$ cat config.mk
export PLATFORM = sky130hd
export DESIGN_NAME = selectEncode
export DESIGN_NICKNAME = d
export VERILOG_FILES = /design/src/datapathPkg.sv /design/src/selectEncode.sv
export SDC_FILE = /design/constraint.sdc
export NUM_CORES = 1
export LEC_CHECK = 0
export ABC_AREA = 1
export BUFFER_PORTS_ARGS = -buffer_cell sky130_fd_sc_hd__buf_2
export CORE_MARGIN = 2
export CORE_UTILIZATION = 33
export DETAILED_ROUTE_END_ITERATION = 12
export GPL_ROUTABILITY_DRIVEN = 1
export PLACE_DENSITY = 0.86
export SYNTH_ARGS = -nofsm -noshare
export SYNTH_HDL_FRONTEND = slang
export SYNTH_SLANG_ARGS = --single-unit
$ cat constraint.sdc
create_clock -name vclk -period 1.44
set_clock_uncertainty 0.1 [all_clocks]
set_input_delay 0.072 -clock vclk [all_inputs]
set_output_delay 0.072 -clock vclk [all_outputs]
set_load 0.03 [all_outputs]
$ cat src/datapathPkg.sv
package datapathPkg;

    localparam int dataWidth    = 32;
    localparam int numRegs      = 16;
    localparam int regIdxWidth  = 4;
    localparam int memDepth     = 512;
    localparam int memAddrWidth = 9;
    localparam int opWidth      = 5;
    localparam int condWidth    = 2;
    localparam int constWidth   = 19;
    localparam int shamtWidth   = $clog2(dataWidth);

    // ALU opcodes
    localparam logic [opWidth-1:0] opAdd  = 5'd3;
    localparam logic [opWidth-1:0] opSub  = 5'd4;
    localparam logic [opWidth-1:0] opShr  = 5'd5;
    localparam logic [opWidth-1:0] opShra = 5'd6;
    localparam logic [opWidth-1:0] opShl  = 5'd7;
    localparam logic [opWidth-1:0] opRor  = 5'd8;
    localparam logic [opWidth-1:0] opRol  = 5'd9;
    localparam logic [opWidth-1:0] opAnd  = 5'd10;
    localparam logic [opWidth-1:0] opOr   = 5'd11;
    localparam logic [opWidth-1:0] opMul  = 5'd15;
    localparam logic [opWidth-1:0] opDiv  = 5'd16;
    localparam logic [opWidth-1:0] opNeg  = 5'd17;
    localparam logic [opWidth-1:0] opNot  = 5'd18;

    // Branch conditions, IR bits 20..19
    localparam logic [condWidth-1:0] condZero     = 2'b00;
    localparam logic [condWidth-1:0] condNonZero  = 2'b01;
    localparam logic [condWidth-1:0] condPositive = 2'b10;
    localparam logic [condWidth-1:0] condNegative = 2'b11;

    typedef union packed {
        struct packed {
            logic [opWidth-1:0]     opcode;
            logic [regIdxWidth-1:0] ra;
            logic [regIdxWidth-1:0] rb;
            logic [regIdxWidth-1:0] rc;
            logic [14:0]            unused;
        } regForm;
        struct packed {
            logic [opWidth-1:0]     opcode;
            logic [regIdxWidth-1:0] ra;
            logic [regIdxWidth-1:0] rb;
            logic [constWidth-1:0]  constant;
        } immForm;
        struct packed {
            logic [opWidth-1:0]     opcode;
            logic [regIdxWidth-1:0] ra;
            logic [1:0]             spare;
            logic [condWidth-1:0]   cond;
            logic [constWidth-1:0]  constant;
        } branchForm;
    } instrWord;

endpackage

$ cat src/selectEncode.sv
`timescale 1ns/1ns

module selectEncode import datapathPkg::*; (
    input  instrWord             ir,
    input  logic                 gra,
    input  logic                 grb,
    input  logic                 grc,
    input  logic                 rIn,
    input  logic                 rOut,
    input  logic                 baOut,
    output logic [numRegs-1:0]   regLoad,
    output logic [numRegs-1:0]   regDrive,
    output logic                 zeroR0,
    output logic [dataWidth-1:0] cSignExt
);

    logic [regIdxWidth-1:0] regSel;
    logic [numRegs-1:0]     oneHot;
    logic                   anyDrive;

    // Field pick, only one of gra/grb/grc expected
    assign regSel = ({regIdxWidth{gra}} & ir.regForm.ra)
                  | ({regIdxWidth{grb}} & ir.regForm.rb)
                  | ({regIdxWidth{grc}} & ir.regForm.rc);

    assign oneHot = {{(numRegs-1){1'b0}}, 1'b1} << regSel;

    assign anyDrive = rOut | baOut;

    assign regLoad  = rIn ? oneHot : '0;
    assign regDrive = anyDrive ? oneHot : '0;

    // R0 reads as zero only when used as a base address
    assign zeroR0 = baOut && (regSel == '0);

    assign cSignExt = {{(dataWidth-constWidth){ir.immForm.constant[constWidth-1]}},
                       ir.immForm.constant};

endmodule

==> metrics.csv <==
metric,value,unit
outcome,"finished, final reports clean",
final hold vios,0,
initial core utilization,34.9,%
area share of the largest cell type after synthesis,35.1,%
per-cell routed wire length,9.77,um
Pwr per Cell Area,412,nW/um^2
cell area after synthesis,684,um^2
max cap viols,0,
hold_buf cts,0,
clock buffers,0,
Buf/Inv on CP,3,
FMAX,833,MHz
max incr delay on CP,0.23,ns
vias in the first global route,676,
"Data required, critical path",1.27,ns
Ys Warns,0,
Via density,4.41,
largest cells by area after synthesis,"buf_4 (35%), nor2_1 (16%), nand3_1 (8.8%)",
setup TNS,0,ns
"commonest non-fill, non-tap cell in the layout",buf_2,
DRC,0,
core area,1960,um^2
period utilization,83.3,%
largest net degree at the start of global routing,17,
Netlist cell types,16,
Total GRT Usage,12.8,%
syn nets,154,
Lkg Pwr,0.000551,uW
"most used cell, CP",buf_2,
crit path launch type,input pin,
die area,2450,um^2
Filler cells,241,
num sequential,0,
first-pass GRT wire length,2.70,mm
Tmin final,1.20,ns
number of diodes,0,
Syn Area/Cell,5.90,um^2
Overflow after GRT,0,
Critical Path Sink Type,output pin,
initial detailed-routing violation count,9,
"Data arrival, critical path",1.03,ns
Cell Rows,16,
multi-input logic area,402,um^2
initial antenna violation count,0,
final slew viol count,0,
"Core Util, Final",41.8,%
share of layout cells above drive strength 1,53.9,%
Slew @ Worst Pin,0.443,ns
post-route ant nets,0,
RSZ-0062 raised after global routing,no,
# resized after CTS,0,
Max rail drop VDD,0.000192,V
Seq. cell area,0,um^2
I/O pin count,103,
Rel. slew slack,70.4,%
Nets,192,
most frequent cells in the layout,"buf_2 (68), nor2_1 (29), nand2_1 (14)",
Top Family by Delay on Critical Path,simple AND/OR/NAND/NOR gates,
die height,49.5,um
"Seq/Total Area, Yosys",0,%
Worst setup startpoint,gra,
setup violators final,0,
Slowest cell on crit path,buf_2,
# port buffers,68,
Syn Inst Count,116,
critical path class,in2out,
via count,789,
CP Max Fanout,8,
DIE WIDTH,49.5,um
CP cell instances,"buf_2, nand2_1, inv_1, nor2_8, nand3_1, nor3_1, buf_2",
Detail Placement HPWL,1.53,mm
Routed Wire Length,1.75,mm
post-synth top area cell,buf_4,
1st-pass router iterations,6,
routability cong.,0.714,
Min Hold Slack,0.0440,ns
Hold Startpoint,ir[1],
area grow syn2layout,19.9,%
post-CTS setup buffers,0,
worst hold path type,in2out,
## final cells by class
cell class	instances	share of cell area (%)
Timing Repair Buffer	71	44.2
Inverter	6	2.74
Tap cell	27	4.12
Multi-Input combinational cell	75	48.9
## cells by family after synthesis
| kind of cell | count (synthesis) | synth area share (%) |
|---|---|---|
| and+or+nand+nor | 75 | 58.7 |
| buffers and inverters | 41 | 41.3 |
## cell usage after synthesis
| cell | number |
|---|---|
| nor3_1 | 6 |
| buf_2 | 1 |
| nor2_8 | 1 |
| nand4_1 | 3 |
| buf_6 | 1 |
| nor2_1 | 29 |
| clkbuf_1 | 1 |
| buf_4 | 32 |
| nand3_4 | 2 |
| nand3_2 | 3 |
| nor2_4 | 3 |
| nand2_1 | 14 |
| inv_1 | 6 |
| nand3_1 | 12 |
| nor2_2 | 1 |
| nand2_2 | 1 |
## power by group
| group | internal (uW) | total, uW | switching [uW] | leakage [uW] |
|---|---|---|---|---|
| logic | 97.9 | 338 | 240 | 0.000551 |
| registers | 0 | 0 | 0 | 0 |
| clock network | 0 | 0 | 0 | 0 |
| total | 97.9 | 338 | 240 | 0.000551 |
## final timing paths
check	end	slack (ns)	depth (start not counted)
max	regLoad[3]	0.24	7
min	cSignExt[1]	0.04	0
## metrics by stage
stage	instances	instance area (um^2)	setup WS, ns	power [uW]
floorplan	116	684	0.119	352
global placement	179	821	0.244	337
detailed placement	179	821	0.211	340
CTS	179	821	0.212	341
global route	179	821	0.0999	364
finish	179	821	0.240	338
## metal layers
metal / vias to the layer above / track usage [%] / wire length, um
met5: - / 0 / 0
met4: 0 / 3.24 / 14
met3: 4 / 0.909 / 207
met2: 41 / 25.6 / 867
met1: 335 / 14.3 / 659
li1: 409 / - / -
Power figures use the tool's default switching activity.
