File: src/datapathPkg.sv
package datapathPkg;

    localparam int dataWidth    = 32;
    localparam int numRegs      = 16;
    localparam int regIdxWidth  = 4;
    localparam int memDepth     = 512;
    localparam int memAddrWidth = 9;
    localparam int opWidth      = 5;
    localparam int condWidth    = 2;
    localparam int constWidth   = 19;
    localparam int shamtWidth   = $clog2(dataWidth);

    // ALU opcodes
    localparam logic [opWidth-1:0] opAdd  = 5'd3;
    localparam logic [opWidth-1:0] opSub  = 5'd4;
    localparam logic [opWidth-1:0] opShr  = 5'd5;
    localparam logic [opWidth-1:0] opShra = 5'd6;
    localparam logic [opWidth-1:0] opShl  = 5'd7;
    localparam logic [opWidth-1:0] opRor  = 5'd8;
    localparam logic [opWidth-1:0] opRol  = 5'd9;
    localparam logic [opWidth-1:0] opAnd  = 5'd10;
    localparam logic [opWidth-1:0] opOr   = 5'd11;
    localparam logic [opWidth-1:0] opMul  = 5'd15;
    localparam logic [opWidth-1:0] opDiv  = 5'd16;
    localparam logic [opWidth-1:0] opNeg  = 5'd17;
    localparam logic [opWidth-1:0] opNot  = 5'd18;

    // Branch conditions, IR bits 20..19
    localparam logic [condWidth-1:0] condZero     = 2'b00;
    localparam logic [condWidth-1:0] condNonZero  = 2'b01;
    localparam logic [condWidth-1:0] condPositive = 2'b10;
    localparam logic [condWidth-1:0] condNegative = 2'b11;

    typedef union packed {
        struct packed {
            logic [opWidth-1:0]     opcode;
            logic [regIdxWidth-1:0] ra;
            logic [regIdxWidth-1:0] rb;
            logic [regIdxWidth-1:0] rc;
            logic [14:0]            unused;
        } regForm;
        struct packed {
            logic [opWidth-1:0]     opcode;
            logic [regIdxWidth-1:0] ra;
            logic [regIdxWidth-1:0] rb;
            logic [constWidth-1:0]  constant;
        } immForm;
        struct packed {
            logic [opWidth-1:0]     opcode;
            logic [regIdxWidth-1:0] ra;
            logic [1:0]             spare;
            logic [condWidth-1:0]   cond;
            logic [constWidth-1:0]  constant;
        } branchForm;
    } instrWord;

endpackage

File: src/busMux.sv
`timescale 1ns/1ns

module busMux import datapathPkg::*; (
    input  logic [dataWidth-1:0]   regLegs [numRegs],
    input  logic                   zeroR0,
    input  logic                   hiOut,
    input  logic                   loOut,
    input  logic                   zHighOut,
    input  logic                   zLowOut,
    input  logic                   pcOut,
    input  logic                   mdrOut,
    input  logic                   inPortOut,
    input  logic                   cOut,
    input  logic [dataWidth-1:0]   hiValue,
    input  logic [dataWidth-1:0]   loValue,
    input  logic [2*dataWidth-1:0] zValue,
    input  logic [dataWidth-1:0]   pcValue,
    input  logic [dataWidth-1:0]   mdrValue,
    input  logic [dataWidth-1:0]   inPortValue,
    input  logic [dataWidth-1:0]   cSignExt,
    output logic [dataWidth-1:0]   busValue
);

    logic [dataWidth-1:0] regOr;
    logic [dataWidth-1:0] specialOr;

    // Legs are already gated by their drive strobes
    always_comb begin
        regOr = zeroR0 ? '0 : regLegs[0];
        for (int i = 1; i < numRegs; i++) begin
            regOr = regOr | regLegs[i];
        end
    end

    assign specialOr = ({dataWidth{hiOut}}     & hiValue)
                     | ({dataWidth{loOut}}     & loValue)
                     | ({dataWidth{zHighOut}}  & zValue[2*dataWidth-1:dataWidth])
                     | ({dataWidth{zLowOut}}   & zValue[dataWidth-1:0])
                     | ({dataWidth{pcOut}}     & pcValue)
                     | ({dataWidth{mdrOut}}    & mdrValue)
                     | ({dataWidth{inPortOut}} & inPortValue)
                     | ({dataWidth{cOut}}      & cSignExt);

    // Idle bus is zero, overlapping drivers OR together
    assign busValue = regOr | specialOr;

endmodule

File: config.mk
export PLATFORM = sky130hd
export DESIGN_NAME = busMux
export DESIGN_NICKNAME = d
export VERILOG_FILES = /design/src/datapathPkg.sv /design/src/busMux.sv
export SDC_FILE = /design/constraint.sdc
export NUM_CORES = 1
export LEC_CHECK = 0
export ABC_CLOCK_PERIOD_IN_PS = 1700
export BUFFER_PORTS_ARGS = -buffer_cell sky130_fd_sc_hd__buf_2
export CAP_MARGIN = 20
export CELL_PAD_IN_SITES_DETAIL_PLACEMENT = 1
export CELL_PAD_IN_SITES_GLOBAL_PLACEMENT = 1
export CORE_AREA = 2 2 313 315
export DETAILED_ROUTE_END_ITERATION = 10
export DIE_AREA = 0 0 315 317
export GPL_ROUTABILITY_DRIVEN = 1
export PLACE_DENSITY = 0.3
export SLEW_MARGIN = 20
export SYNTH_ARGS = -nofsm -noshare
export SYNTH_HDL_FRONTEND = slang
export SYNTH_SLANG_ARGS = --single-unit
File: constraint.sdc
create_clock -name vclk -period 1.7
set_input_delay 0.255 -clock vclk [all_inputs]
set_output_delay 0.255 -clock vclk [all_outputs]
set_load 0.02 [all_outputs]
==> metrics <==
status=finished, violations left; failing checks=negative setup slack; ANT nets after route=0; f_max=0.463 GHz; Crit. End Element=output port; largest net degree at the start of global routing=18; GP Congestion=0.863; worst slew pin tran=495 ps; Post-synth top cells=a22oi_1, nor4_4, nor4_2; hold depth=3; worst-path fanout max=8; first-pass GRT wire length=81.0 mm; Hold WS=797 ps; vias per cell=3.11; RSZ-0062 raised after global routing=true; syn_nets=1,126; Final setup viols=32; register area share after synthesis=0%; Initial Util=3.80%; CP max-delay cell=or4_1; Final HPWL DP=57.3 mm; Die H=317 um; PD cells=208 nW/um2; fin crit share=127%; num sequential=0; Finished Layout Cells=2,487; sequential cell area=0 um2; Yosys top cell by area=nor4_4; synth warn=0; CP Class=input port to output port; most frequent cell after synthesis=a22oi_1; initial antenna violation count=53; final setup margin=-458 ps; crit path buf inv count=6; cell mode on critical path=buf_12; Worst EP arrival=1900 ps; grt ovf=0; worst endpoint required time=1440 ps; Hold WC Path Type=input port to output port; Die X=315 um; I/O pins=809; Avg Inst Size Synth=10.5 um2; synth top area cells=nor4_4, a22oi_1, nor4_2; Total GRT Usage=12.2%; average routed wire per standard cell=26.1 um; layout cells sized above 1=87.1%; Tmin final=2160 ps; top cell type's share of synthesized area=27.9%; Mapped Cells=349; CP Depth=9; Routed WL=65.0 mm; Peak supply drop=0.150 mV; slowest stage delay, CP=410 ps; critical path's top delay family=buffers and inverters; Inst Count DP=2,460; fin nets=1,981; number of global-route vias before repair=8,889; number of buffers added on ports=809; full die area=99,900 um2; hold_buf cts=0; startpoint types=input port; fin. max-slew vios=0; Max Cap Violations=0; Synth Cell Area=3660 um2; leakage=4.46 nW; synth-to-layout area growth=191%; Final Hold Vio Count=0; row count=114; clock buffers=0; first-iteration detailed-routing DRC count=442; drt first pass iters=6; Vias=7,739; Max-Slew Margin vs Limit=67.0%; drt drc=0; core area=96,300 um2; crit path cell chain=buf_8 -> inv_6 -> buf_12 -> buf_12 -> a222oi_1 -> buf_4 -> nand4_1 -> or4_1 -> buf_2; Yosys cell types=18
[per-layer routing]
layer / part of all wire, % / vias up / global-route usage (%)
li1: - / 3451 / -
met1: 40 / 3643 / 14.7
met2: 50 / 553 / 22.3
met3: 8.3 / 78 / 3.01
met4: 1.6 / 14 / 1.07
met5: 0.12 / - / 0
[where the power goes]
| group | internal (mW) | switching (mW) | leakage, nW |
|---|---|---|---|
| Clock | 0.000000549 | 0 | 0.0000570 |
| Combinational | 1.14 | 1.07 | 4.46 |
| Sequential | 0 | 0 | 0 |
[kinds of logic (layout without fill, tap and decap cells)]
| kind of cell | Yosys count | after routing | share of synthesized area, % |
|---|---|---|---|
| other cells | 0 | 9 | 0 |
| compound gates | 128 | 128 | 32.4 |
| buf+inv | 28 | 881 | 5.47 |
| simple gates | 193 | 193 | 62.1 |
[worst paths after layout]
kind | from | to | slack (ps)
setup / recovery | zeroR0 | busValue[7] | -460
hold / removal | regLegs[386] | busValue[2] | 800
[stage by stage]
stage          util, %  area, um2  power (mW)  setup TNS [ps]  worst slack [ps]
6_report          11.1      10700        2.21          -10060              -458
5_1_grt           11.1      10600        2.37          -12410              -574
4_1_cts           10.9      10500        2.26          -10710              -453
3_5_place_dp      10.1       9710        1.99          -13360              -554
3_3_place_gp      10.1       9710        1.97          -13430              -575
2_1_floorplan        -       3660       0.394               0               109
[repair_timing]
| item | in CTS | in global routing |
|---|---|---|
| gates cloned | 10 | 0 |
| pin swaps | 32 | 30 |
| gates resized for setup | 129 | 29 |
| buffers inserted | 9 | 1 |
| setup endpoints to repair | 32 | 32 |
[area by class of cell]
cell class	instances	area, um2
Fill cell	11600	85600
Timing Repair Buffer	880	5340
Multi-Input combinational cell	321	3700
Tap cell	1276	1600
Antenna cell	9	22.5
Inverter	1	8.76
[placed cells by master, fill, tap and decap left out, drive strengths merged]
master | Yosys | layout
inv | 1 | 1
buf | 24 | 879
bufbuf | 0 | 1
and3 | 1 | 1
nand3 | 1 | 1
a22oi | 95 | 95
nor4 | 96 | 96
and4 | 31 | 31
diode | 0 | 9
nand2 | 1 | 1
a222oi | 32 | 32
a221oi | 1 | 1
nand4 | 31 | 31
or4 | 32 | 32
Power figures use the tool's default switching activity.
