File: src/datapathPkg.sv
package datapathPkg;

    localparam int dataWidth    = 32;
    localparam int numRegs      = 16;
    localparam int regIdxWidth  = 4;
    localparam int memDepth     = 512;
    localparam int memAddrWidth = 9;
    localparam int opWidth      = 5;
    localparam int condWidth    = 2;
    localparam int constWidth   = 19;
    localparam int shamtWidth   = $clog2(dataWidth);

    // ALU opcodes
    localparam logic [opWidth-1:0] opAdd  = 5'd3;
    localparam logic [opWidth-1:0] opSub  = 5'd4;
    localparam logic [opWidth-1:0] opShr  = 5'd5;
    localparam logic [opWidth-1:0] opShra = 5'd6;
    localparam logic [opWidth-1:0] opShl  = 5'd7;
    localparam logic [opWidth-1:0] opRor  = 5'd8;
    localparam logic [opWidth-1:0] opRol  = 5'd9;
    localparam logic [opWidth-1:0] opAnd  = 5'd10;
    localparam logic [opWidth-1:0] opOr   = 5'd11;
    localparam logic [opWidth-1:0] opMul  = 5'd15;
    localparam logic [opWidth-1:0] opDiv  = 5'd16;
    localparam logic [opWidth-1:0] opNeg  = 5'd17;
    localparam logic [opWidth-1:0] opNot  = 5'd18;

    // Branch conditions, IR bits 20..19
    localparam logic [condWidth-1:0] condZero     = 2'b00;
    localparam logic [condWidth-1:0] condNonZero  = 2'b01;
    localparam logic [condWidth-1:0] condPositive = 2'b10;
    localparam logic [condWidth-1:0] condNegative = 2'b11;

    typedef union packed {
        struct packed {
            logic [opWidth-1:0]     opcode;
            logic [regIdxWidth-1:0] ra;
            logic [regIdxWidth-1:0] rb;
            logic [regIdxWidth-1:0] rc;
            logic [14:0]            unused;
        } regForm;
        struct packed {
            logic [opWidth-1:0]     opcode;
            logic [regIdxWidth-1:0] ra;
            logic [regIdxWidth-1:0] rb;
            logic [constWidth-1:0]  constant;
        } immForm;
        struct packed {
            logic [opWidth-1:0]     opcode;
            logic [regIdxWidth-1:0] ra;
            logic [1:0]             spare;
            logic [condWidth-1:0]   cond;
            logic [constWidth-1:0]  constant;
        } branchForm;
    } instrWord;

endpackage

File: src/gpRegister.sv
`timescale 1ns/1ns

module gpRegister import datapathPkg::*; (
    input  logic                 clk,
    input  logic                 rstN,
    input  logic                 load,
    input  logic                 drive,
    input  logic [dataWidth-1:0] busValue,
    output logic [dataWidth-1:0] busLeg
);

    logic [dataWidth-1:0] value;

    always_ff @(posedge clk) begin
        if (!rstN) begin
            value <= '0;
        end else if (load) begin
            value <= busValue;
        end
    end

    // Zero when not driving so the legs can be ORed
    assign busLeg = drive ? value : '0;

endmodule

File: config.mk
export PLATFORM = sky130hd
export DESIGN_NAME = gpRegister
export DESIGN_NICKNAME = d
export VERILOG_FILES = /design/src/datapathPkg.sv /design/src/gpRegister.sv
export SDC_FILE = /design/constraint.sdc
export NUM_CORES = 1
export LEC_CHECK = 0
export BUFFER_PORTS_ARGS = -buffer_cell sky130_fd_sc_hd__buf_2
export CORE_MARGIN = 2
export CORE_UTILIZATION = 46
export CTS_CLUSTER_SIZE = 24
export DETAILED_ROUTE_END_ITERATION = 8
export PLACE_DENSITY = 0.87
export SLEW_MARGIN = 20
export SYNTH_ARGS = -nofsm -noshare
export SYNTH_HDL_FRONTEND = slang
export SYNTH_SLANG_ARGS = --single-unit
File: constraint.sdc
create_clock -name clk -period 1.1 [get_ports clk]
set_clock_uncertainty 0.05 [all_clocks]
set_input_delay 0.275 -clock clk [delete_from_list [all_inputs] [get_ports clk]]
set_output_delay 0.275 -clock clk [all_outputs]
set_load 0.01 [all_outputs]
==> out/results.ini, run 1 <==
[worst_setup_path]
path_cells=and2_1 > buf_2
critical_path_arrival_ns=0.90
startpoint_type=register
worstPathRequired_ns=0.77
r2r_slack_ns=0.38
timing.rr.start=value[3]
reg2regPathDepth=2
cp_slowest_cell=dfxtp_2
crit_type=register to primary output
r2r_end=value[3]
cp_slowest_stage_delay_ns=0.32
crit_fanout=2
end_kind=primary output

[cells_and_area]
drive_gt1_frac=0.553
area_growth_pct=37.1
largest_register_ffs=32
antenna_cells=0
top_regs=value (32)
layout.nets=241
final_cells=250
largest_register=value
utilization=0.659
fillers=261

[clocking]
clkTransAtPathRegs_ns=0.09
cts.htree.levels=2
cts_setup_buffers=0
cts_root_buf=clkbuf_4
numCtsBuffers=5
ctsHoldBuffers=0
cts_buffer_depth=2
cts.sinks=32
cts_tree=built
clkLatencyLatePin_ns=0.31

[synth]
ys_types=7
async_flop_share=0
synth_commonest_cells=32 x and2_1, 32 x dfxtp_1, 32 x mux2i_1, 32 x nor2b_1, 6 x clkbuf_1
synth_flop_cell=dfxtp_1
netlist_area_sq_um=1460
yosysSeqAreaShare=0.440
synthTopCellsByArea=dfxtp_1 44%, mux2i_1 22%, and2_1 14%, nor2b_1 14%, buf_12 4.1%
syn_inst=138
synth_edf_count=0
avgSynthCellArea_sq_um=10.5
synth.net_count=174
synth_top_area_share=0.440
yosysWarnings=0
yosysTopAreaCell=dfxtp_1
ys_ff_latch=32

[worst_hold_path]
hold_depth=3
min-delay-start=busValue[15]
holdPathEnd=value[15]
hp-class=input pin to register

[run_status]
status=complete, but fails checks
violations=setup timing

[sta]
fmax_mhz=815
maxSlewHeadroom=0.828
setup_violations=32
fin_ws_ns=-0.127
worst_pin_slew_ns=0.258
fin_crit_ns=1.23
fin_crit_sh=1.12
drv_slew=0
finalHoldViolCount=0
worst_hold_slack_ns=0.165
rsz0062_at_grt=true

[job]
max-cap-violations=0

[floorplanning]
die_area_sq_um=3630
core_sq_um=3030
die_y_um=60.2
die_x_um=60.2
start_util=0.481
rows=20
ios=68

[drt]
drtPass1Iterations=2
drc=0
drtIter0Drc=9
vias=1100
wl_per_cell_um=11.6
ant_nets=0
finalWirelength_mm=2.91
via_per_inst=4.40

[global_routing]
antenna_found_initial=0
overflow=0
grt_usage=0.161
grt_max_degree=33
grt_pass1_wl_mm=4.30
grt_pass1_vias=1053

[placement]
place_ws_ns=-0.197
place_hpwl_mm=2.02
placed_cells=242
portBuffers=67
place.gp.congestion=0.658

[power]
p_total_w=0.00233
power.leakage_nw=1.01
peakVddDrop_mv=0.859
p_per_area_nw_per_um2=1170

## kinds of logic (layout without fill, tap and decap cells)
kind of cell           count (synthesis)  after routing  share of synthesized area
multiplexers                          32             32                      0.220
AND/OR/NAND/NOR                       64             64                      0.275
buffers and inverters                 10             78                     0.0645
flip-flops                            32             32                      0.440
## where the power goes
group	internal, W	switching (W)	total (W)
combinational	0.000227	0.000165	0.000392
sequential	0.00124	0.0000307	0.00127
clock	0.000304	0.000367	0.000671
## critical path, delay by kind of cell (launching register included)
family                 cells  cell delay [ns]
buffers and inverters      1             0.14
flip-flops                 1             0.32
AND/OR/NAND/NOR            1             0.13
## cell usage in the layout, fill, tap and decap left out
cell | netlist | routed
mux2i_1 | 32 | 32
buf_2 | 0 | 56
buf_4 | 0 | 1
dfxtp_2 | 0 | 26
and2_4 | 0 | 10
buf_6 | 1 | 10
buf_12 | 3 | 3
clkbuf_4 | 0 | 5
nor2b_1 | 32 | 32
clkinv_2 | 0 | 2
dfxtp_1 | 32 | 6
and2_1 | 32 | 22
clkbuf_8 | 0 | 1
## per-stage QoR
step                      setup TNS, ns  instance area [sq um]
final                             -3.62                   2000
after global routing              -5.21                   2000
after CTS                         -4.24                   1900
after detailed placement          -5.75                   1810
after global placement            -5.20                   1810
after floorplan                       0                   1460
## routing by layer
metal | vias to the layer above | wire length, um | GRT usage
met1 | 485 | 1210 | 0.161
met5 | - | 0 | 0
met4 | 0 | 21 | 0.0667
met3 | 3 | 186 | 0.0519
li1 | 576 | - | -
met2 | 36 | 1490 | 0.303
## final cells by class
class,count,area [sq um],share of cell area
Sequential cell,32,673,0.337
Clock inverter,2,10.0,0.00502
Tap cell,44,55.1,0.0276
Clock buffer,6,51.3,0.0257
Multi-Input combinational cell,96,746,0.374
Timing Repair Buffer,70,460,0.231
## worst max-delay path by stage
stage                     slack [ns]      start          to  depth (start not counted)
after detailed placement       -0.20      drive   busLeg[8]                          3
after CTS                      -0.15   value[4]   busLeg[4]                          2
after global routing           -0.18  value[17]  busLeg[17]                          2
after floorplan                 0.13      drive   busLeg[0]                          2
after global placement         -0.17      drive   busLeg[2]                          3
final                          -0.13  value[17]  busLeg[17]                          2
## timing repair
action                                  CTS  global route
endpoints found under the setup margin   32            32
gates resized for setup                  10            38
endpoints found under the hold margin     0             0
pin swaps                                 0             0
No activity file was read; power rests on OpenSTA's default activity.
==> inputs of run 2 (changes only) <==
- REMOVE_ABC_BUFFERS: unset -> 1
==> out/results.ini, run 2 (same netlist as run 1, synthesis figures left out) <==
[placement]
place.gp.congestion=0.776
placed_cells=242
place_ws_ns=-0.204
portBuffers=67
place_hpwl_mm=2.04

[worst_setup_path]
worstPathRequired_ns=0.77
crit_type=register to primary output
critical_path_arrival_ns=0.90
startpoint_type=register
end_kind=primary output
crit_fanout=2

[cells_and_area]
mostFrequentLayoutCell=buf_2
largest_register=value
layout_common_cells=49 x buf_2, 32 x mux2i_1, 32 x nor2b_1
area_growth_pct=41.9
final_cells=252
largest_register_ffs=32
drive_gt1_frac=0.587
fillers=236
utilization=0.682
layout.nets=244
antenna_cells=0
top_regs=value (32)

[run_status]
violations=setup timing
status=complete, but fails checks

[sta]
fin_crit_sh=1.11
fin_ws_ns=-0.121
finalHoldViolCount=0
worst_pin_slew_ns=0.290
fin_crit_ns=1.22
drv_slew=0
rsz0062_at_grt=true
setup_violations=32
fmax_mhz=819
maxSlewHeadroom=0.807

[global_routing]
antenna_found_initial=0
grt_pass1_wl_mm=4.55
grt_usage=0.176
grt_pass1_vias=1075
overflow=0
grt_max_degree=33

[clocking]
clkLatencyLatePin_ns=0.31
clkTransAtPathRegs_ns=0.09
cts.htree.levels=2
cts_buffer_depth=2
cts_tree=built
cts.sinks=32
cts_root_buf=clkbuf_4
numCtsBuffers=5

[drt]
ant_nets=0
finalWirelength_mm=3.11
vias=1134
drc=0
wl_per_cell_um=12.3
drtIter0Drc=15
drtPass1Iterations=3
via_per_inst=4.50

[power]
swShare=0.246
p_per_area_nw_per_um2=1110
comb_power_share=0.186
power_frac_seq=0.555
power.leakage_nw=1.03
p_total_w=0.00229
switchingPower_w=0.000563
p_clk_frac=0.259
internal-power_w=0.00172
peakVddDrop_mv=0.881

[job]
max-cap-violations=0

[worst_hold_path]
hp-class=input pin to register

[floorplanning]
core_sq_um=3030
start_util=0.481
rows=20
ios=68
die_y_um=60.2
die_area_sq_um=3630
die_x_um=60.2

-- run 2: critical path: stages (launching register included) --
cell and delay (ns):
dfxtp_2 0.33, and2_1 0.12, buf_2 0.13
-- run 2: final timing paths --
kind | cells after the start | slack, ns | endpoint | start
worst max register to register | 3 | 0.25 | value[11] | value[11]
worst min-delay path | 3 | 0.16 | value[22] | busValue[22]
worst min register to register | 2 | 0.46 | value[22] | value[22]
worst max-delay path | 2 | -0.12 | busLeg[31] | value[31]
-- run 2: layout make-up --
class | count | area (sq um) | area share
multi-input cells | 96 | 763 | 0.370
flip-flops and latches | 32 | 673 | 0.326
repair buffers | 73 | 527 | 0.255
well taps | 44 | 55.1 | 0.0267
clock buffers | 6 | 41.3 | 0.0200
clock inverters | 1 | 5.00 | 0.00242
-- run 2: power groups by stage --
stage	clock (W)	sequential (W)	combinational (W)
floorplan	0	0.00127	0.000171
global placement	0	0.00128	0.000355
detailed placement	0	0.00128	0.000363
CTS	0.000620	0.00126	0.000389
global route	0.000669	0.00128	0.000464
finish	0.000593	0.00127	0.000425
-- run 2: timing repair --
item	CTS	global route
gates resized for setup	25	36
setup buffers	1	2
endpoints found under the setup margin	32	32
hold buffers	0	0
-- run 2: per-stage QoR --
stage | hold WS [ns] | instance area (sq um) | TNS (ns)
2_1_floorplan | 0.353 | 1360 | 0
4_1_cts | 0.153 | 1940 | -4.04
6_report | 0.164 | 2060 | -3.47
3_3_place_gp | 0.436 | 1810 | -5.15
5_1_grt | 0.149 | 2060 | -5.05
3_5_place_dp | 0.444 | 1810 | -5.88
-- run 2: metal layers --
layer	GRT usage	vias to the layer above	routed length, um
met5	0	-	0
met4	0.102	0	85
met1	0.174	499	1260
met2	0.317	47	1590
met3	0.0563	9	177
li1	-	579	-
