===== src/datapathPkg.sv =====
package datapathPkg;

    localparam int dataWidth    = 32;
    localparam int numRegs      = 16;
    localparam int regIdxWidth  = 4;
    localparam int memDepth     = 512;
    localparam int memAddrWidth = 9;
    localparam int opWidth      = 5;
    localparam int condWidth    = 2;
    localparam int constWidth   = 19;
    localparam int shamtWidth   = $clog2(dataWidth);

    // ALU opcodes
    localparam logic [opWidth-1:0] opAdd  = 5'd3;
    localparam logic [opWidth-1:0] opSub  = 5'd4;
    localparam logic [opWidth-1:0] opShr  = 5'd5;
    localparam logic [opWidth-1:0] opShra = 5'd6;
    localparam logic [opWidth-1:0] opShl  = 5'd7;
    localparam logic [opWidth-1:0] opRor  = 5'd8;
    localparam logic [opWidth-1:0] opRol  = 5'd9;
    localparam logic [opWidth-1:0] opAnd  = 5'd10;
    localparam logic [opWidth-1:0] opOr   = 5'd11;
    localparam logic [opWidth-1:0] opMul  = 5'd15;
    localparam logic [opWidth-1:0] opDiv  = 5'd16;
    localparam logic [opWidth-1:0] opNeg  = 5'd17;
    localparam logic [opWidth-1:0] opNot  = 5'd18;

    // Branch conditions, IR bits 20..19
    localparam logic [condWidth-1:0] condZero     = 2'b00;
    localparam logic [condWidth-1:0] condNonZero  = 2'b01;
    localparam logic [condWidth-1:0] condPositive = 2'b10;
    localparam logic [condWidth-1:0] condNegative = 2'b11;

    typedef union packed {
        struct packed {
            logic [opWidth-1:0]     opcode;
            logic [regIdxWidth-1:0] ra;
            logic [regIdxWidth-1:0] rb;
            logic [regIdxWidth-1:0] rc;
            logic [14:0]            unused;
        } regForm;
        struct packed {
            logic [opWidth-1:0]     opcode;
            logic [regIdxWidth-1:0] ra;
            logic [regIdxWidth-1:0] rb;
            logic [constWidth-1:0]  constant;
        } immForm;
        struct packed {
            logic [opWidth-1:0]     opcode;
            logic [regIdxWidth-1:0] ra;
            logic [1:0]             spare;
            logic [condWidth-1:0]   cond;
            logic [constWidth-1:0]  constant;
        } branchForm;
    } instrWord;

endpackage


===== src/branchCondition.sv =====
`timescale 1ns/1ns

module branchCondition import datapathPkg::*; (
    input  logic                 clk,
    input  logic                 rstN,
    input  logic                 conIn,
    input  instrWord             ir,
    input  logic [dataWidth-1:0] busValue,
    output logic                 branchTaken
);

    logic isZero;
    logic condMet;

    assign isZero = (busValue == '0);

    always_comb begin
        case (ir.branchForm.cond)
            condZero:     condMet = isZero;
            condNonZero:  condMet = !isZero;
            condPositive: condMet = !busValue[dataWidth-1] && !isZero;  // Strictly positive
            condNegative: condMet = busValue[dataWidth-1];
        endcase
    end

    always_ff @(posedge clk) begin
        if (!rstN) begin
            branchTaken <= 1'b0;
        end else if (conIn) begin
            branchTaken <= condMet;
        end
    end

endmodule


===== config.mk =====
export PLATFORM = sky130hd
export DESIGN_NAME = branchCondition
export DESIGN_NICKNAME = d
export VERILOG_FILES = /design/src/datapathPkg.sv /design/src/branchCondition.sv
export SDC_FILE = /design/constraint.sdc
export NUM_CORES = 1
export LEC_CHECK = 0
export BUFFER_PORTS_ARGS = -buffer_cell sky130_fd_sc_hd__buf_2
export CAP_MARGIN = 10
export CELL_PAD_IN_SITES_DETAIL_PLACEMENT = 1
export CELL_PAD_IN_SITES_GLOBAL_PLACEMENT = 1
export CORE_MARGIN = 1.5
export CORE_UTILIZATION = 10
export CTS_CLUSTER_DIAMETER = 60
export DETAILED_ROUTE_END_ITERATION = 8
export HOLD_SLACK_MARGIN = 0.05
export PLACE_DENSITY = 0.95
export SLEW_MARGIN = 10
export SYNTH_ARGS = -nofsm -noshare
export SYNTH_HDL_FRONTEND = slang
export SYNTH_SLANG_ARGS = --single-unit

===== constraint.sdc =====
create_clock -name clk -period 1.4 [get_ports clk]
set_clock_uncertainty 0.05 [all_clocks]
set_input_delay 0.21 -clock clk [delete_from_list [all_inputs] [get_ports clk]]
set_output_delay 0.21 -clock clk [all_outputs]
set_load 0.01 [all_outputs]

==> results of run 1 <==
## what timing repair did
action | in CTS | in global routing
endpoints found under the setup margin | 1 | 1
pin swaps | 2 | 2
resized for setup | 4 | 6
## path summary, 6_finish.rpt
path	start	to	slack, ps	cells after the start
min	branchTaken$_SDFFE_PN0P_	branchTaken	570	1
min reg2reg	branchTaken$_SDFFE_PN0P_	branchTaken$_SDFFE_PN0P_	650	3
max	busValue[19]	branchTaken$_SDFFE_PN0P_	50	5
max reg2reg	branchTaken$_SDFFE_PN0P_	branchTaken$_SDFFE_PN0P_	380	3
## cell usage after synthesis
cell and count:
nor4_1 8, dfxtp_1 1, a31oi_1 1, and2b_2 1, o21ai_0 2, xnor2_1 1
nand4_1 2, mux2_2 1, a21oi_1 1, nor2_1 2
## stage by stage
step	cells	TNS [ps]	power [mW]	setup slack, ps
after floorplan	20	0	0.0486	227
after global placement	72	-0.581	0.102	-0.581
after detailed placement	72	-62.3	0.105	-62.3
after CTS	72	0	0.111	4.56
after global routing	72	-2.17	0.128	-2.17
final	72	0	0.120	52.4
## metal layers
metal  GRT usage  share of wire  vias to the layer above  routed length, µm
met5           0              0                        -                  0
met4           0              0                        0                  0
met3           0           0.13                        0                100
met2       0.214           0.53                       25                415
met1      0.0806           0.34                      145                268
li1            -              -                      161                  -
## area by class of cell
type	count	area, µm²	share of cell area
well taps	15	18.8	0.0462
repair buffers	37	185	0.455
multi-input cells	19	183	0.449
flip-flops and latches	1	20.0	0.0492
## cell families (layout without fill, tap and decap cells)
kind of cell,after synthesis,in the layout,synth area share
AOI/OAI and AO/OA,4,4,0.152
xor gates and xnor gates,1,1,0.0625
buffers and inverters,0,37,0
DFF,1,1,0.143
muxes,1,1,0.0804
and+or+nand+nor,13,13,0.563
## power groups by stage
stage	logic, mW	clock network [mW]	registers (mW)
final	0.0878	0	0.0322
after detailed placement	0.0726	0	0.0322
after global placement	0.0695	0	0.0323
after floorplan	0.0151	0	0.0335
after global routing	0.0957	0	0.0328
after CTS	0.0788	0	0.0323
## critical path, stage by stage
cell     delay [ps]
buf_2           100
nor4_2          260
nand4_1         130
nor2_1          160
mux2_4          310
==> flow_summary_export.csv, run 1 <==
group,metric,value,unit
grt,grt_max_degree,4,
detailed_routing,drt-initial-drc-count,0,
synthesis,syn-num-nets,87,
die,die_w,40.4,µm
synthesis,yosys-top-cells-area,"nor4_1, dfxtp_1, nand4_1",
grt,gr-usage-all-layers,0.0892,
synthesis,yosysTopAreaCell,"nor4_1",
synthesis,ys_ff_latch,1,
critical_path,cp.required,1230,ps
die,core-area,0.00130,mm²
critical_path,crit_path_end_kind,"register",
critical_path,critPathLaunchType,"primary input",
power_and_ir_drop,p_switching,36.9,µW
place,hpwl,698,µm
place,placed_area,344,µm²
timing,holdWs,570,ps
timing,fmax,742,MHz
grt,antenna_found_initial,0,
cells_and_area,drive_above_1_share,0.825,
power_and_ir_drop,power.density,295,mW/mm²
flow_run,maxCapViolations,0,
timing,fin_crit_sh,0.963,
min_path,worstHoldPathType,"register to primary output",
timing,worstMarginPinSlew,238,ps
die,row_count,13,
detailed_routing,wire_per_inst,10.9,µm
cells_and_area,nFillCells,175,
detailed_routing,first_pass_iters,1,
timing,post-route-min-period,1350,ps
clock_network,insertion_delay,0,ps
synthesis,yosysWarnings,0,
timing,setup_violations,0,
grt,grt_pass1_wl,1040,µm
power_and_ir_drop,p_int,83.0,µW
grt,overflow,0,
cells_and_area,layout_commonest_cell,"buf_2",
clock_network,hold_buffers,0,
die,initial_core_util,0.108,
cells_and_area,regMostFlops,"branchTaken",
detailed_routing,drc,0,
cells_and_area,utilization,0.313,
synthesis,ys_seq_area_frac,0.143,
cells_and_area,nNetsFinal,126,
synthesis,avgSynthCellArea,7.01,µm²
grt,grt_pass1_vias,306,
timing,slew_viol_final,0,
power_and_ir_drop,pwr-share-clk,0,
detailed_routing,vias_per_cell,4.60,
die,num_io_pins,68,
die,dieArea,0.00163,mm²
power_and_ir_drop,switching_share,0.308,
cells_and_area,antenna_cells,0,
critical_path,criticalPathCategory,"primary input to register",
cells_and_area,fin_area,407,µm²
critical_path,crit_fanout,1,
outcome,status,"complete, no violations",
timing,rsz0062_at_grt,"true",
detailed_routing,routed_wirelength,784,µm
power_and_ir_drop,seqPwrFrac,0.268,
cells_and_area,syn2layout_area_growth,190,%
power_and_ir_drop,power_leakage,0.185,nW
synthesis,yosys.area.top_type_share,0.357,
power_and_ir_drop,peakVddDrop,0.0682,mV
clock_network,post_cts_buffers,0,
cells_and_area,final_cell_mix,"buf_2, nor4_2, o21ai_0, nor2_1, nand4_1",
timing,maxSlewHeadroom,0.840,
synthesis,synth_area,140,µm²
power_and_ir_drop,share_comb_of_total_power,0.732,
synthesis,synth.distinct_cells,10,
detailed_routing,antenna_left,0,
critical_path,arrival,1170,ps
place,portBuffers,37,
place,gp_congestion,0.620,
cells_and_area,reg_top3,"branchTaken (1)",
detailed_routing,vias,331,
timing,finalHoldViolCount,0,
synthesis,syn_inst,20,
clock_network,clk_pin_slew,0,ps
die,die_h,40.4,µm
cells_and_area,largest_register_ff_count,1,
(Power assumes the default switching activity.)
==> run 2, diff against run 1 <==
BUFFER_PORTS_ARGS = -buffer_cell sky130_fd_sc_hd__buf_4   (was -buffer_cell sky130_fd_sc_hd__buf_2)
REMOVE_ABC_BUFFERS = 1   (was not set)
==> flow_summary_export.csv, run 2 (synthesis gave the netlist of run 1 again) <==
group,metric,value,unit
outcome,status,"complete, no violations",
power_and_ir_drop,power.density,304,mW/mm²
critical_path,reg2reg_from,"branchTaken$_SDFFE_PN0P_",
cells_and_area,nNetsFinal,127,
critical_path,startpoint,"busValue[8]",
critical_path,cpPeakStageDelay,300,ps
grt,antenna_found_initial,0,
detailed_routing,drt-initial-drc-count,0,
cells_and_area,multi_input_area,229,µm²
grt,overflow,0,
timing,worstMarginPinSlew,237,ps
critical_path,slowest_stage,"mux2_4",
min_path,hp-start,"branchTaken$_SDFFE_PN0P_",
place,gp_congestion,0.592,
die,row_count,13,
critical_path,critPathLaunchType,"primary input",
clock_network,insertion_delay,0,ps
timing,post-route-min-period,1400,ps
cells_and_area,layout_commonest_cell,"buf_4",
detailed_routing,drc,0,
flow_run,maxCapViolations,0,
critical_path,crit_path_end_kind,"register",
die,num_io_pins,68,
detailed_routing,vias,341,
grt,grt_pass1_vias,347,
timing,slew_viol_final,0,
cells_and_area,final_cell_mix,"buf_4, nor4_4, buf_6",
timing,holdWs,574,ps
cells_and_area,drive_above_1_share,0.845,
timing,fin_crit_sh,0.998,
place,portBuffers,37,
cells_and_area,regMostFlops,"branchTaken",
timing,finalHoldViolCount,0,
min_path,worstHoldPathType,"register to primary output",
power_and_ir_drop,share_comb_of_total_power,0.812,
critical_path,cp.required,1230,ps
place,post-place-ws,-8.43,ps
critical_path,r2r_cells,3,
power_and_ir_drop,pwr-share-clk,0,
min_path,whs_path_depth,1,
timing,fmax,716,MHz
cells_and_area,seqCellArea,20.0,µm²
cells_and_area,reg_top3,"branchTaken (1)",
critical_path,cp_num_buf_inv,1,
timing,rsz0062_at_grt,"true",
critical_path,arrival,1230,ps
grt,grt_pass1_wl,1150,µm
detailed_routing,vias_per_cell,4.67,
cells_and_area,syn2layout_area_growth,303,%
critical_path,crit_fanout,1,
power_and_ir_drop,p_switching,50.6,µW
critical_path,criticalPathCategory,"primary input to register",
timing,maxSlewHeadroom,0.841,
timing,fin_ws,2.65,ps
die,dieArea,0.00163,mm²
die,die_w,40.4,µm
cells_and_area,largest_register_ff_count,1,
critical_path,worst-path-stages,5,
power_and_ir_drop,seqPwrFrac,0.188,
cells_and_area,nFillCells,157,
detailed_routing,first_pass_iters,1,
power_and_ir_drop,switching_share,0.295,
cells_and_area,antenna_cells,0,
grt,grt_max_degree,4,
detailed_routing,wire_per_inst,14.4,µm
clock_network,clk_pin_slew,0,ps
power_and_ir_drop,peakVddDrop,0.0972,mV
critical_path,cp_cell_sequence,"buf_4 > nor4_2 > nand4_1 > nor2_2 > mux2_4",
detailed_routing,antenna_left,0,
timing,setup_violations,0,
die,die_h,40.4,µm
detailed_routing,routed_wirelength,1050,µm
power_and_ir_drop,power_leakage,0.233,nW
clock_network,hold_buffers,0,
clock_network,post_cts_buffers,0,
die,initial_core_util,0.108,
die,core-area,0.00130,mm²
critical_path,cp_top_family,"simple AND/OR/NAND/NOR gates",
grt,gr-usage-all-layers,0.0994,
power_and_ir_drop,p_int,121,µW
-- run 2: area by class of cell --
type / count / area share
Timing Repair Buffer: 38 / 0.525
Multi-Input combinational cell: 19 / 0.406
Sequential cell: 1 / 0.0355
Tap cell: 15 / 0.0333
-- run 2: path summary, 6_finish.rpt --
kind	slack, ps	end
setup / recovery	3	branchTaken$_SDFFE_PN0P_
hold / removal	570	branchTaken
setup reg to reg	380	branchTaken$_SDFFE_PN0P_
hold reg to reg	660	branchTaken$_SDFFE_PN0P_
-- run 2: timing repair --
| action | in CTS | in global routing |
|---|---|---|
| gates resized for setup | 2 | 17 |
| cloned | 0 | 0 |
| pin swaps | 0 | 6 |
| setup endpoints to repair | 1 | 1 |
-- run 2: power by group through the flow --
stage                     clock network, mW  registers, mW  logic [mW]
after floorplan                           0         0.0335      0.0151
after global placement                    0         0.0324       0.100
after detailed placement                  0         0.0324       0.104
after CTS                                 0         0.0324       0.107
after global routing                      0         0.0325       0.148
final                                     0         0.0323       0.139
-- run 2: routing by layer --
metal  share of wire  track usage  up-vias  routed length, µm
met5               0            0        -                  0
met4               0            0        0                  0
met3            0.11      0.00556        0                117
met2            0.61        0.246       25                644
met1            0.27       0.0809      153                285
li1                -            -      163                  -
-- run 2: stage by stage --
step | power, mW | cell area [µm²] | TNS [ps] | util | std cells
6_report | 0.172 | 564 | 0 | 0.434 | 73
3_5_place_dp | 0.136 | 444 | -8.43 | 0.341 | 73
5_1_grt | 0.180 | 564 | -40.1 | 0.434 | 73
2_1_floorplan | 0.0486 | 140 | 0 | - | 20
4_1_cts | 0.139 | 457 | 0 | 0.351 | 73
3_3_place_gp | 0.133 | 444 | -13.9 | 0.341 | 73
